==> src/logic/fpga_4mb_pkg.sv <==
// register map, widths, bus structs and link states shared by all motor board RTL; import with ::*
package fpga_4mb_pkg;

	//////////////////////////////////////////////////
	// widths with a meaning
	//////////////////////////////////////////////////
	typedef logic [14:0] reg_addr_t;
	typedef logic [31:0] reg_data_t;
	typedef logic signed [31:0] enc_count_t;
	typedef logic [15:0] pwm_word_t;

	// one SPI command as seen by the register bank
	typedef struct packed {
		logic      rw;
		reg_addr_t addr;
		reg_data_t wdata;
	} spi_cmd_t;

	// motor channel drive settings
	typedef struct packed {
		logic      enable;
		logic      brake;
		logic      drv_off;
		pwm_word_t period;
		pwm_word_t duty;
	} motor_ctrl_t;

	typedef struct packed {
		enc_count_t  count;
		logic [15:0] errors;
	} enc_status_t;

	typedef enum logic [2:0] {
		LINK_IDLE,
		LINK_ADDR,
		LINK_WAIT_RD,
		LINK_DATA,
		LINK_WAIT_WR
	} link_state_t;

	//////////////////////////////////////////////////
	// register map
	//////////////////////////////////////////////////
	localparam reg_addr_t ADDR_VERSION         = 15'h0000;
	localparam reg_addr_t ADDR_DIP_SWITCH      = 15'h0002;
	localparam reg_addr_t ADDR_ENC_COUNT       = 15'h0010;
	localparam reg_addr_t ADDR_ENC_ERROR       = 15'h0011;
	localparam reg_addr_t ADDR_PWM_CYCLE       = 15'h0012;
	localparam reg_addr_t ADDR_MOTION_CONTROL  = 15'h0013;
	localparam reg_addr_t ADDR_DRIVER_FEEDBACK = 15'h0014;
	localparam reg_addr_t ADDR_DIAG_LEDS       = 15'h0020;

	// bit positions inside motion control and feedback
	localparam int MC_ENABLE  = 0;
	localparam int MC_BRAKE   = 1;
	localparam int MC_DRV_OFF = 2;
	localparam int FB_NFAULT  = 0;
	localparam int FB_FGOUT   = 1;

	localparam reg_data_t READ_MISS_VALUE = '1;
	localparam int FRAME_BITS = 48;

endpackage

==> src/logic/spi_slave_link.sv <==
// SPI mode 0 slave that splits 48-bit frames into bank commands and serves read data
`timescale 1ns/100ps

module spi_slave_link import fpga_4mb_pkg::*; #(
	parameter int SYNC_STAGES = 2
) (
	input  logic      clk_100m,
	input  logic      Master_rstn,
	input  logic      sclk,
	input  logic      mosi,
	input  logic      cs_n,
	output logic      miso,
	output spi_cmd_t  cmd,
	output logic      cmd_req,
	input  logic      cmd_ack,
	input  reg_data_t rd_data
);

	localparam int DATA_BITS = $bits(reg_data_t);
	localparam int HEAD_BITS = FRAME_BITS - DATA_BITS;
	localparam int CNT_W = $clog2(DATA_BITS) + 1;

	logic [SYNC_STAGES-1:0] sclk_sync;
	logic [SYNC_STAGES-1:0] mosi_sync;
	logic [SYNC_STAGES-1:0] cs_sync;
	logic sclk_d;
	logic cs_d;
	logic sclk_rise;
	logic sclk_fall;
	logic cs_fall;
	logic cs_high;
	logic mosi_s;
	link_state_t state;
	logic [CNT_W-1:0] bit_cnt;
	reg_data_t shreg;
	reg_data_t rx_word;

	//////////////////////////////////////////////////
	// pin synchronizers and edge detect
	//////////////////////////////////////////////////
	always_ff @(posedge clk_100m or negedge Master_rstn) begin
		if (!Master_rstn) begin
			sclk_sync <= '0;
			mosi_sync <= '0;
			cs_sync <= '1;
			sclk_d <= 1'b0;
			cs_d <= 1'b1;
		end else begin
			sclk_sync <= {sclk_sync[SYNC_STAGES-2:0], sclk};
			mosi_sync <= {mosi_sync[SYNC_STAGES-2:0], mosi};
			cs_sync <= {cs_sync[SYNC_STAGES-2:0], cs_n};
			sclk_d <= sclk_sync[SYNC_STAGES-1];
			cs_d <= cs_sync[SYNC_STAGES-1];
		end
	end

	assign sclk_rise = sclk_sync[SYNC_STAGES-1] & ~sclk_d;
	assign sclk_fall = ~sclk_sync[SYNC_STAGES-1] & sclk_d;
	assign cs_high = cs_sync[SYNC_STAGES-1];
	assign cs_fall = cs_d & ~cs_high;
	assign mosi_s = mosi_sync[SYNC_STAGES-1];

	// shift register with the current mosi bit appended
	assign rx_word = {shreg[DATA_BITS-2:0], mosi_s};

	//////////////////////////////////////////////////
	// frame FSM that owns the req side of the handshake
	//////////////////////////////////////////////////
	always_ff @(posedge clk_100m or negedge Master_rstn) begin
		if (!Master_rstn) begin
			state <= LINK_IDLE;
			bit_cnt <= '0;
			shreg <= '0;
			cmd <= '0;
			cmd_req <= 1'b0;
			miso <= 1'b0;
		end else begin
			case (state)
				LINK_IDLE: begin
					miso <= 1'b0;
					bit_cnt <= '0;
					// new frame only on a fresh cs_n fall
					if (cs_fall)
						state <= LINK_ADDR;
				end
				LINK_ADDR: begin
					if (cs_high) begin
						state <= LINK_IDLE;
					end else if (sclk_rise) begin
						shreg <= rx_word;
						bit_cnt <= bit_cnt + 1'b1;
						if (bit_cnt == CNT_W'(HEAD_BITS - 1)) begin
							cmd.rw <= rx_word[HEAD_BITS-1];
							cmd.addr <= rx_word[HEAD_BITS-2:0];
							bit_cnt <= '0;
							if (rx_word[HEAD_BITS-1]) begin
								state <= LINK_DATA;
							end else begin
								// a read fetches the word before the data phase
								cmd_req <= 1'b1;
								state <= LINK_WAIT_RD;
							end
						end
					end
				end
				LINK_WAIT_RD: begin
					if (cmd_ack) begin
						cmd_req <= 1'b0;
						shreg <= rd_data;
						state <= cs_high ? LINK_IDLE : LINK_DATA;
					end
				end
				LINK_DATA: begin
					if (cs_high) begin
						miso <= 1'b0;
						state <= LINK_IDLE;
					end else if (sclk_rise) begin
						bit_cnt <= bit_cnt + 1'b1;
						if (cmd.rw)
							shreg <= rx_word;
						if (bit_cnt == CNT_W'(DATA_BITS - 1)) begin
							miso <= 1'b0;
							if (cmd.rw) begin
								cmd.wdata <= rx_word;
								cmd_req <= 1'b1;
								state <= LINK_WAIT_WR;
							end else begin
								state <= LINK_IDLE;
							end
						end
					end else if (sclk_fall && !cmd.rw) begin
						// mode 0 puts the next bit out after the fall
						miso <= shreg[DATA_BITS-1];
						shreg <= {shreg[DATA_BITS-2:0], 1'b0};
					end
				end
				LINK_WAIT_WR: begin
					if (cmd_ack) begin
						cmd_req <= 1'b0;
						state <= LINK_IDLE;
					end
				end
				default: state <= LINK_IDLE;
			endcase
		end
	end

endmodule

==> src/logic/reg_bank.sv <==
// register bank that acks link commands, holds the control registers and muxes read data
`timescale 1ns/100ps

module reg_bank import fpga_4mb_pkg::*; #(
	parameter reg_data_t FPGA_VERSION = '0
) (
	input  logic        clk_100m,
	input  logic        Master_rstn,
	input  spi_cmd_t    cmd,
	input  logic        cmd_req,
	output logic        cmd_ack,
	output reg_data_t   rd_data,
	input  enc_status_t enc_status,
	output logic        enc_load,
	output enc_count_t  enc_load_value,
	output motor_ctrl_t motor_ctrl,
	input  logic [3:0]  dipsw,
	input  logic        nfault,
	input  logic        fgout,
	output logic        led1_2
);

	logic [5:0] pin_meta;
	logic [5:0] pin_sync;
	logic [3:0] dip_s;
	logic nfault_s;
	logic fgout_s;
	reg_data_t pwm_cycle;
	reg_data_t diag_leds;
	logic [2:0] motion;
	logic access;
	reg_data_t rd_word;

	// slow board inputs through two flops
	always_ff @(posedge clk_100m or negedge Master_rstn) begin
		if (!Master_rstn) begin
			pin_meta <= '0;
			pin_sync <= '0;
		end else begin
			pin_meta <= {fgout, nfault, dipsw};
			pin_sync <= pin_meta;
		end
	end

	assign {fgout_s, nfault_s, dip_s} = pin_sync;

	// first cycle of a request before the ack goes out
	assign access = cmd_req & ~cmd_ack;

	//////////////////////////////////////////////////
	// handshake and register writes
	//////////////////////////////////////////////////
	always_ff @(posedge clk_100m or negedge Master_rstn) begin
		if (!Master_rstn) begin
			cmd_ack <= 1'b0;
			pwm_cycle <= '0;
			diag_leds <= '0;
			motion <= 3'b100;
			enc_load <= 1'b0;
			enc_load_value <= '0;
		end else begin
			cmd_ack <= cmd_req;
			enc_load <= 1'b0;
			if (access && cmd.rw) begin
				case (cmd.addr)
					ADDR_PWM_CYCLE: pwm_cycle <= cmd.wdata;
					ADDR_MOTION_CONTROL: motion <= cmd.wdata[2:0];
					ADDR_DIAG_LEDS: diag_leds <= cmd.wdata;
					ADDR_ENC_COUNT: begin
						enc_load <= 1'b1;
						enc_load_value <= cmd.wdata;
					end
					// error clear rides on the load path
					ADDR_ENC_ERROR: begin
						enc_load <= 1'b1;
						enc_load_value <= '0;
					end
					default: ;
				endcase
			end
		end
	end

	//////////////////////////////////////////////////
	// read mux
	//////////////////////////////////////////////////
	always_comb begin
		case (cmd.addr)
			ADDR_VERSION: rd_word = FPGA_VERSION;
			ADDR_DIP_SWITCH: rd_word = {28'd0, dip_s};
			ADDR_ENC_COUNT: rd_word = enc_status.count;
			ADDR_ENC_ERROR: rd_word = {16'd0, enc_status.errors};
			ADDR_PWM_CYCLE: rd_word = pwm_cycle;
			ADDR_MOTION_CONTROL: rd_word = {29'd0, motion};
			ADDR_DRIVER_FEEDBACK: rd_word = {30'd0, fgout_s, nfault_s};
			ADDR_DIAG_LEDS: rd_word = diag_leds;
			default: rd_word = READ_MISS_VALUE;
		endcase
	end

	// valid together with the ack
	always_ff @(posedge clk_100m) begin
		if (access && !cmd.rw)
			rd_data <= rd_word;
	end

	assign motor_ctrl = '{
		enable: motion[MC_ENABLE],
		brake: motion[MC_BRAKE],
		drv_off: motion[MC_DRV_OFF],
		period: pwm_cycle[31:16],
		duty: pwm_cycle[15:0]
	};

	assign led1_2 = diag_leds[0];

endmodule

==> src/logic/quad_encoder.sv <==
// quadrature decoder giving a signed position count and a saturating illegal-transition count
`timescale 1ns/100ps

module quad_encoder import fpga_4mb_pkg::*; #(
	parameter int SYNC_STAGES = 2
) (
	input  logic        clk_100m,
	input  logic        Master_rstn,
	input  logic        qca,
	input  logic        qcb,
	input  logic        enc_load,
	input  enc_count_t  enc_load_value,
	output enc_status_t enc_status
);

	logic [SYNC_STAGES-1:0] a_sync;
	logic [SYNC_STAGES-1:0] b_sync;
	logic [1:0] ab_cur;
	logic [1:0] ab_prev;
	logic [1:0] ab_diff;
	logic step;
	logic up;
	logic illegal;

	always_ff @(posedge clk_100m or negedge Master_rstn) begin
		if (!Master_rstn) begin
			a_sync <= '0;
			b_sync <= '0;
			ab_prev <= 2'b00;
		end else begin
			a_sync <= {a_sync[SYNC_STAGES-2:0], qca};
			b_sync <= {b_sync[SYNC_STAGES-2:0], qcb};
			ab_prev <= ab_cur;
		end
	end

	assign ab_cur = {a_sync[SYNC_STAGES-1], b_sync[SYNC_STAGES-1]};
	assign ab_diff = ab_cur ^ ab_prev;

	// one line moved is a step, both lines at once is an error
	assign step = ^ab_diff;
	assign illegal = &ab_diff;
	// A leading B gives new A != old B
	assign up = ab_cur[1] ^ ab_prev[0];

	always_ff @(posedge clk_100m or negedge Master_rstn) begin
		if (!Master_rstn) begin
			enc_status <= '0;
		end else if (enc_load) begin
			enc_status.count <= enc_load_value;
			enc_status.errors <= '0;
		end else if (step) begin
			enc_status.count <= up ? enc_status.count + 1 : enc_status.count - 1;
		end else if (illegal && enc_status.errors != '1) begin
			enc_status.errors <= enc_status.errors + 1'b1;
		end
	end

endmodule

==> src/logic/pwm_drive.sv <==
// PWM generator with wrap-aligned period/duty update; registers the brake and driver-off pins
`timescale 1ns/100ps

module pwm_drive import fpga_4mb_pkg::*; (
	input  logic        clk_100m,
	input  logic        Master_rstn,
	input  motor_ctrl_t motor_ctrl,
	output logic        pwm,
	output logic        brake,
	output logic        droff
);

	pwm_word_t cnt;
	pwm_word_t period_q;
	pwm_word_t duty_q;
	logic wrap;

	// zero period wraps every cycle so a new setting is picked up at once
	assign wrap = (period_q == '0) || (cnt == period_q - 1'b1);

	always_ff @(posedge clk_100m or negedge Master_rstn) begin
		if (!Master_rstn) begin
			cnt <= '0;
			period_q <= '0;
			duty_q <= '0;
			pwm <= 1'b0;
			brake <= 1'b0;
			droff <= 1'b1;
		end else begin
			if (wrap) begin
				cnt <= '0;
				period_q <= motor_ctrl.period;
				duty_q <= motor_ctrl.duty;
			end else begin
				cnt <= cnt + 1'b1;
			end
			pwm <= motor_ctrl.enable && (cnt < duty_q);
			brake <= motor_ctrl.brake;
			droff <= motor_ctrl.drv_off;
		end
	end

endmodule

==> src/logic/heartbeat_led.sv <==
// heartbeat that divides the system clock and toggles the diagnostic LED
`timescale 1ns/100ps

module heartbeat_led #(
	parameter int unsigned BLINK_HALF_CYCLES = 5_000_000
) (
	input  logic clk_100m,
	input  logic Master_rstn,
	output logic led1_1
);

	localparam int CNT_W = (BLINK_HALF_CYCLES > 1) ? $clog2(BLINK_HALF_CYCLES) : 1;

	logic [CNT_W-1:0] div_cnt;

	always_ff @(posedge clk_100m or negedge Master_rstn) begin
		if (!Master_rstn) begin
			div_cnt <= '0;
			led1_1 <= 1'b0;
		end else if (div_cnt == CNT_W'(BLINK_HALF_CYCLES - 1)) begin
			div_cnt <= '0;
			led1_1 <= ~led1_1;
		end else begin
			div_cnt <= div_cnt + 1'b1;
		end
	end

endmodule

==> src/logic/top_4mb.sv <==
// motor board FPGA top level with the SPI link, register bank, one motor channel and the heartbeat
`timescale 1ns/100ps

module top_4mb import fpga_4mb_pkg::*; #(
	parameter reg_data_t FPGA_VERSION = 32'h0004_0100,
	parameter int unsigned BLINK_HALF_CYCLES = 5_000_000,
	parameter int SYNC_STAGES = 2
) (
	input  logic       clk_100m,
	input  logic       Master_rstn,
	// host SPI
	input  logic       mclk_0,
	input  logic       mosi_0,
	output logic       miso_0,
	input  logic       cs_00,
	// motor 1
	input  logic       qc1a,
	input  logic       qc1b,
	input  logic       nfault1,
	input  logic       fgout1,
	output logic       pwm1,
	output logic       brake1,
	output logic       droff1,
	// board
	input  logic [3:0] dipsw,
	output logic       led1_1,
	output logic       led1_2
);

	spi_cmd_t cmd;
	logic cmd_req;
	logic cmd_ack;
	reg_data_t rd_data;
	enc_status_t enc_status;
	logic enc_load;
	enc_count_t enc_load_value;
	motor_ctrl_t motor_ctrl;

	//////////////////////////////////////////////////
	// command path
	//////////////////////////////////////////////////
	spi_slave_link #(
		.SYNC_STAGES(SYNC_STAGES)
	) u_link (
		.clk_100m(clk_100m),
		.Master_rstn(Master_rstn),
		.sclk(mclk_0),
		.mosi(mosi_0),
		.cs_n(cs_00),
		.miso(miso_0),
		.cmd(cmd),
		.cmd_req(cmd_req),
		.cmd_ack(cmd_ack),
		.rd_data(rd_data)
	);

	reg_bank #(
		.FPGA_VERSION(FPGA_VERSION)
	) u_regs (
		.clk_100m(clk_100m),
		.Master_rstn(Master_rstn),
		.cmd(cmd),
		.cmd_req(cmd_req),
		.cmd_ack(cmd_ack),
		.rd_data(rd_data),
		.enc_status(enc_status),
		.enc_load(enc_load),
		.enc_load_value(enc_load_value),
		.motor_ctrl(motor_ctrl),
		.dipsw(dipsw),
		.nfault(nfault1),
		.fgout(fgout1),
		.led1_2(led1_2)
	);

	//////////////////////////////////////////////////
	// motor channel 1
	//////////////////////////////////////////////////
	quad_encoder #(
		.SYNC_STAGES(SYNC_STAGES)
	) u_enc1 (
		.clk_100m(clk_100m),
		.Master_rstn(Master_rstn),
		.qca(qc1a),
		.qcb(qc1b),
		.enc_load(enc_load),
		.enc_load_value(enc_load_value),
		.enc_status(enc_status)
	);

	pwm_drive u_pwm1 (
		.clk_100m(clk_100m),
		.Master_rstn(Master_rstn),
		.motor_ctrl(motor_ctrl),
		.pwm(pwm1),
		.brake(brake1),
		.droff(droff1)
	);

	heartbeat_led #(
		.BLINK_HALF_CYCLES(BLINK_HALF_CYCLES)
	) u_heartbeat (
		.clk_100m(clk_100m),
		.Master_rstn(Master_rstn),
		.led1_1(led1_1)
	);

endmodule

==> config.mk <==
export PLATFORM = sky130hd
export DESIGN_NAME = top_4mb
export DESIGN_NICKNAME = d
export VERILOG_FILES = /design/src/logic/fpga_4mb_pkg.sv /design/src/logic/spi_slave_link.sv /design/src/logic/reg_bank.sv /design/src/logic/quad_encoder.sv /design/src/logic/pwm_drive.sv /design/src/logic/heartbeat_led.sv /design/src/logic/top_4mb.sv
export SDC_FILE = /design/constraint.sdc
export NUM_CORES = 1
export LEC_CHECK = 0
export CAP_MARGIN = 20
export CORE_UTILIZATION = 40
export DETAILED_ROUTE_END_ITERATION = 7
export DONT_BUFFER_PORTS = 1
export PLACE_DENSITY = 0.56
export SYNTH_ARGS = -nofsm -noshare
export SYNTH_HDL_FRONTEND = slang
export SYNTH_SLANG_ARGS = --single-unit
==> constraint.sdc <==
create_clock -name clk_100m -period 3.69 [get_ports clk_100m]
set_input_delay 0.738 -clock clk_100m [delete_from_list [all_inputs] [get_ports clk_100m]]
set_output_delay 0.738 -clock clk_100m [all_outputs]
set_load 0.03 [all_outputs]
# Word-level counts from Yosys, hierarchy flattened
# Index checks and enable logic that the tools add are counted.
[totals] register_bits=373 inputBits=13 output_inout_bits=6 word_cells=177
[op_classes] n_addsub=7 order_cmp=1 n_eq_ne=37 n_mux=53 bitwise=11 n_reduce_logical=33
[op_table] cell="32-bit 2-to-1 mux" count=9
[op_table] cell="32-bit case mux with 8 select lines" count=1
[op_table] cell="32-bit case mux with 3 select lines" count=1
[op_table] cell="15-bit by 5-bit equality test with 1-bit output, second input constant" count=5
[op_table] cell="32-bit case mux with 2 select lines" count=1
[op_table] cell="16-bit 2-to-1 mux" count=3
[op_table] cell="48-bit 2-to-1 mux" count=1
[op_table] cell="16-bit by 1-bit adder with 16-bit output, second input constant" count=2
[op_table] cell="32-bit by 2-bit adder with 32-bit output, second input constant" count=1
[op_table] cell="32-bit by 2-bit subtractor with 32-bit output, second input constant" count=1
[op_table] cell="3-bit 2-to-1 mux" count=10
[op_table] cell="6-bit 2-to-1 mux" count=5
[op_table] cell="23-bit by 1-bit adder with 23-bit output, second input constant" count=1
[op_table] cell="23-bit equality test, second input constant" count=1
[op_table] cell="23-bit 2-to-1 mux" count=1
[op_table] cell="2-bit by 1-bit != test with 1-bit output, second input constant" count=9
[op_table] cell="6-bit case mux with 3 select lines" count=1
[op_table] cell="16-bit equality test" count=1
[op_table] cell="16-bit zero test" count=1
[op_table] cell="16-bit less-than comparator" count=1
[op_table] cell="1-bit 2-to-1 mux" count=16
[op_table] cell="16-bit != test, second input constant" count=1
[op_table] cell="16-bit by 1-bit subtractor with 16-bit output, second input constant" count=1
[op_table] cell="15-bit by 2-bit equality test with 1-bit output, second input constant" count=1
[op_table] cell="other kinds (35)" count=67

# Depth between registers and ports, before layout
[logic_depth] ltp_word=7 depth_mapped=14 depth_no_buf=12

# By module
# A second synthesis with hierarchy kept.
[unflattened] cells_unflattened=1740 hier_area_um2=19462.4
[modules_own_cells] mod="reg_bank" n_inst=1 cells_each=516 area_each_um2=6517.5 seq_area_each_um2=3789.9
[modules_own_cells] mod="spi_slave_link" n_inst=1 cells_each=300 area_each_um2=4375.4 seq_area_each_um2=2481.1
[modules_own_cells] mod="quad_encoder" n_inst=1 cells_each=525 area_each_um2=4316.6 seq_area_each_um2=1351.3
[modules_own_cells] mod="pwm_drive" n_inst=1 cells_each=289 area_each_um2=3070.4 seq_area_each_um2=1277.5
[modules_own_cells] mod="heartbeat_led" n_inst=1 cells_each=110 area_each_um2=1182.4 seq_area_each_um2=600.6

# Worst setup path after synthesis
# No wires, ideal clock.
[synth_path] path_kind="reg-to-reg" from="register u_enc1.a_sync[1]" to="register u_enc1.enc_status[39] (netlist name)" setup_ns=0.137 arrival_ns=3.270 required_time_ns=3.553 slack_ns=0.283 path_stages_with_launch=13 path_buffers=0 period_less_slack_ns=3.407 path_cell_list="dfrtp_1 -> xor2_1 -> inv_1 -> ha_1 -> a21o_1 -> a31oi_1 -> or3b_2 -> o22a_1 -> a21oi_1 -> o21bai_1 -> xor2_1 -> a211oi_1 -> a21oi_1"
[synth_via] elab_chain_len=4 word_cells_on_any_way=7 classes_between="3 x mux; 2 x bitwise; 2 x reduce/logical"
[synth_lines] item="start, declared" line="quad_encoder.sv:16" source="logic [SYNC_STAGES-1:0] a_sync;"
[synth_lines] item="start signal, assigned" line="quad_encoder.sv:31" source="a_sync <= {a_sync[SYNC_STAGES-2:0], qca};"
[synth_lines] item="1-bit bitwise XOR" line="quad_encoder.sv:44" source="assign up = ab_cur[1] ^ ab_prev[0];"
[synth_lines] item="32-bit 2-to-1 mux" line="quad_encoder.sv:53" source="enc_status.count <= up ? enc_status.count + 1 : enc_status.count - 1;"
[synth_lines] item="32-bit 2-to-1 mux" line="quad_encoder.sv:52" source="end else if (step) begin"
[synth_lines] item="48-bit 2-to-1 mux" line="quad_encoder.sv:49" source="end else if (enc_load) begin"
# Several ways; a longest one is shown, not always the timed one. The select of a mux whose other input is x is not followed.
# A chain may end at the register's enable or synchronous reset.

# Final worst setup path
[layout_path] from="register u_pwm1.period_q[0]" to="register u_pwm1.period_q[2]"
[layout_via] elab_chain_len=3 word_cells_on_any_way=4 classes_between="1 x add/sub; 1 x eq/ne; 2 x reduce/logical"
[layout_lines] item="start, declared" line="pwm_drive.sv:14" source="pwm_word_t period_q;"
[layout_lines] item="start signal, assigned" line="pwm_drive.sv:32" source="period_q <= motor_ctrl.period;"
[layout_lines] item="16-bit by 1-bit subtractor with 16-bit output" line="pwm_drive.sv:19" source="assign wrap = (period_q == '0) || (cnt == period_q - 1'b1);"
[layout_lines] item="16-bit equality test" line="pwm_drive.sv:19"
[layout_lines] item="1-bit logical OR (*)" line="pwm_drive.sv:19"
# Every way passes the cells marked *; elsewhere a longest branch is shown, timed or not.

==> reports/results.ini <==
[placement]
dp_cells = 2192
dpl.hpwl_um = 28000
io_buffers = 0
place_congestion = 0.799
place_area_um2 = 18800

[clock_tree]
clkSlewWorstSetupHoldPaths_ns = 0.06
cts_buffers = 42
clock_tree.root_cell = clkbuf_16
postCtsSetupBuffers = 0
clock_latency_ns = 0.57
cts_buffer_depth = 3
cts_tree = yes
htree_levels = 2
clock_sinks = 373

[floorplanning]
io_pins = 19
die_area_um2 = 46100
die_h_um = 215
coreArea_um2 = 44400
die_w_um = 215
rows = 77
start_util = 0.408

[pwr]
leakagePower_nw = 9.02
power.density_nw_per_um2 = 612
ir_drop_mv = 0.308

[sta]
timing.setup.tns_ns = 0
max_freq_mhz = 296
setup_viol = 0
rsz0062_at_grt = false
finalCritPeriodShare = 0.916
maxSlewViolCount = 0
timing.hold.ws_ns = -0.128
hold_viol_final = 136
max_slew_margin = 0.429
finalClockSkew_ns = 0.0134
period_needed_ns = 3.38
worst_pin_slew_ns = 0.845

[critical_path]
r2r_slack_ns = 0.31
r2r-end = u_pwm1.period_q[2]
endpoint = u_pwm1.period_q[2]
worstSetupPathType = flip-flop to flip-flop
rr_startpoint = u_pwm1.period_q[0]
worst_r2r_path_depth = 12
slowest_stage = or4_1
worstSetupStartpoint = u_pwm1.period_q[0]
cp_max_fo = 17
max_stage_delay_ns = 0.54
critPathArrivalTime_ns = 3.87
worst_setup_path_end_kind = flip-flop
start_kind = flip-flop
worstPathRequired_ns = 4.18
crit_chain = inv_1 -> ha_1 -> nor3b_2 -> nand2_1 -> or3_1 -> a22oi_1 -> nand3_1 -> or4_1 -> buf_4 -> nand2_1 -> buf_4 -> a22o_1

[synth]
synth.most_common_cell = dfrtp_1
syn_nets = 1719
synth_cell_types = 73
synth-main-ff-cell = dfrtp_1
syn_area_per_cell_um2 = 11.0
seq_area_frac_synth = 0.525
synth_edf_count = 32
synth-simple-area-share = 0.138
synth.top_cell.area_share = 0.464
synth_compound_area_frac = 0.103
synthMuxAreaShare = 0.124
synth_seq_cells = 373
synth-xor-area-share = 0.0474
synthTopCellsByArea = dfrtp_1, mux2_2, edfxtp_1
syn-cell-area_um2 = 18100
synth_top_family_by_area = simple AND/OR/NAND/NOR gates
synthCells = 1653
yosysTopAreaCell = dfrtp_1
yosysWarnings = 0
synthArstFlopShare = 0.914
synthAdderAreaFrac = 0.0370
synth_common_cells = dfrtp_1, nand2_1, mux2_2

[global_route]
grt_use_total = 0.184
grt_max_degree = 342
grt_pass1_wl_um = 68200
overflow = 0
antenna_found_initial = 0
grt_pass1_vias = 12100

[drt]
drc = 0
met2_length_um = 17800
dr.pass1.iters = 5
wl_per_cell_um = 18.4
viasPerCell = 5.45
met3RoutedLength_um = 1640
ant_nets = 0
route.layer.met1.wl_um = 21500
routed.top_layer = met4
drt_iter0_drc = 788
vias = 12400
routed_wl_um = 41600

[min_path]
min_path_type = input pin to async pin

[finish]
post-route-util = 0.454
diodes = 0
final_area_um2 = 20100
fin_nets = 1710
synthToLayoutAreaGrowth_pct = 11.3
drive_gt1_frac = 0.153
final_cells = 2269

[flow_run]
cap_violations = 0

[run_status]
outcome = finished with violations
violations = negative hold slack

==> placed cells by master (no fill, tap or decap), drive strengths merged, types with 16 or more instances in the layout <==
cell    Yosys  layout
a21oi      98      98
a221oi     29      29
a22oi      16      16
buf        13      25
clkbuf     65      65
dfrtp     336     336
edfxtp     32      32
ha         52      52
inv        38      38
mux2      145     145
mux2i      54      54
nand2     193     193
nand3      45      45
nand3b     34      34
nand4      18      18
nor2      119     119
nor2b      18      18
nor3       18      18
o21ai      68      68
xnor2      50      50
xor2       48      48
==> per-layer routing <==
metal  up-vias  track usage
met5         -            0
met4         0       0.0538
met3        48       0.0268
met2       222        0.266
met1      6204        0.283
li1       5883            -
==> worst min path at each step <==
| stage | start | end | slack [ns] | depth (start not counted) |
|---|---|---|---|---|
| 3_5_place_dp | u_regs.pin_meta[3] | u_regs.pin_sync[3] | 0.33 | 0 |
| 6_report | Master_rstn | u_heartbeat.div_cnt[17] | -0.13 | 0 |
| 2_1_floorplan | u_enc1.a_sync[0] | u_enc1.a_sync[1] | 0.33 | 0 |
| 4_1_cts | Master_rstn | u_enc1.b_sync[0] | -0.16 | 0 |
| 3_3_place_gp | u_enc1.b_sync[0] | u_enc1.b_sync[1] | 0.33 | 0 |
| 5_1_grt | Master_rstn | u_heartbeat.div_cnt[20] | -0.15 | 0 |
==> sequential cells by signal, summed over array words and instances, names as in the netlist, 23 cells and up <==
| register | count |
|---|---|
| u_heartbeat.div_cnt | 23 |
| u_regs.rd_data | 32 |
| u_regs.enc_load_value | 32 |
| u_link.shreg | 32 |
| u_regs.diag_leds | 32 |
| u_regs.pwm_cycle | 32 |
| u_link.cmd | 48 |
| u_enc1.enc_status | 48 |
==> per-stage QoR <==
stage,setup slack (ns),power [mW],hold WS [ns]
6_report,0.310,12.3,-0.128
3_5_place_dp,0.126,8.25,0.335
4_1_cts,0.107,12.5,-0.160
2_1_floorplan,0.283,7.43,0.331
5_1_grt,0.0332,13.0,-0.155
3_3_place_gp,0.240,8.17,0.333
==> timing repair <==
| action | in CTS | in global routing |
|---|---|---|
| setup endpoints to repair | 0 | 7 |
| hold endpoints to repair | 336 | 336 |
| resized for setup | 0 | 1 |
==> where the power goes <==
part / switching, mW / leakage, nW / internal (mW) / total [mW]
registers: 0.541 / 4.77 / 4.68 / 5.22
logic: 1.68 / 3.59 / 1.28 / 2.97
clock network: 1.69 / 0.670 / 2.44 / 4.14
total: 3.92 / 9.02 / 8.41 / 12.3
==> layout make-up <==
cell class	count	area, um^2
inverter	39	146
sequential	373	9500
clock inverter	12	97.6
multi-input combinational	1163	8180
timing repair buffer	25	200
clock buffer	65	1270
tap	592	741
fill	4080	24300
==> logic make-up after synthesis <==
family	after synthesis
flops	373
fa+ha+maj	53
simple gates	520
mux	199
compound gates	293
xor+xnor	98
buf+inv	117
==> worst max-delay path: cells and delay by family, from the launching register on <==
family          cells  cell delay, ns
compound gates      2            0.31
fa+ha+maj           1            0.19
buf+inv             3            0.56
flops               1            0.44
simple gates        6            1.80
No activity file was read; power rests on OpenSTA's default activity.
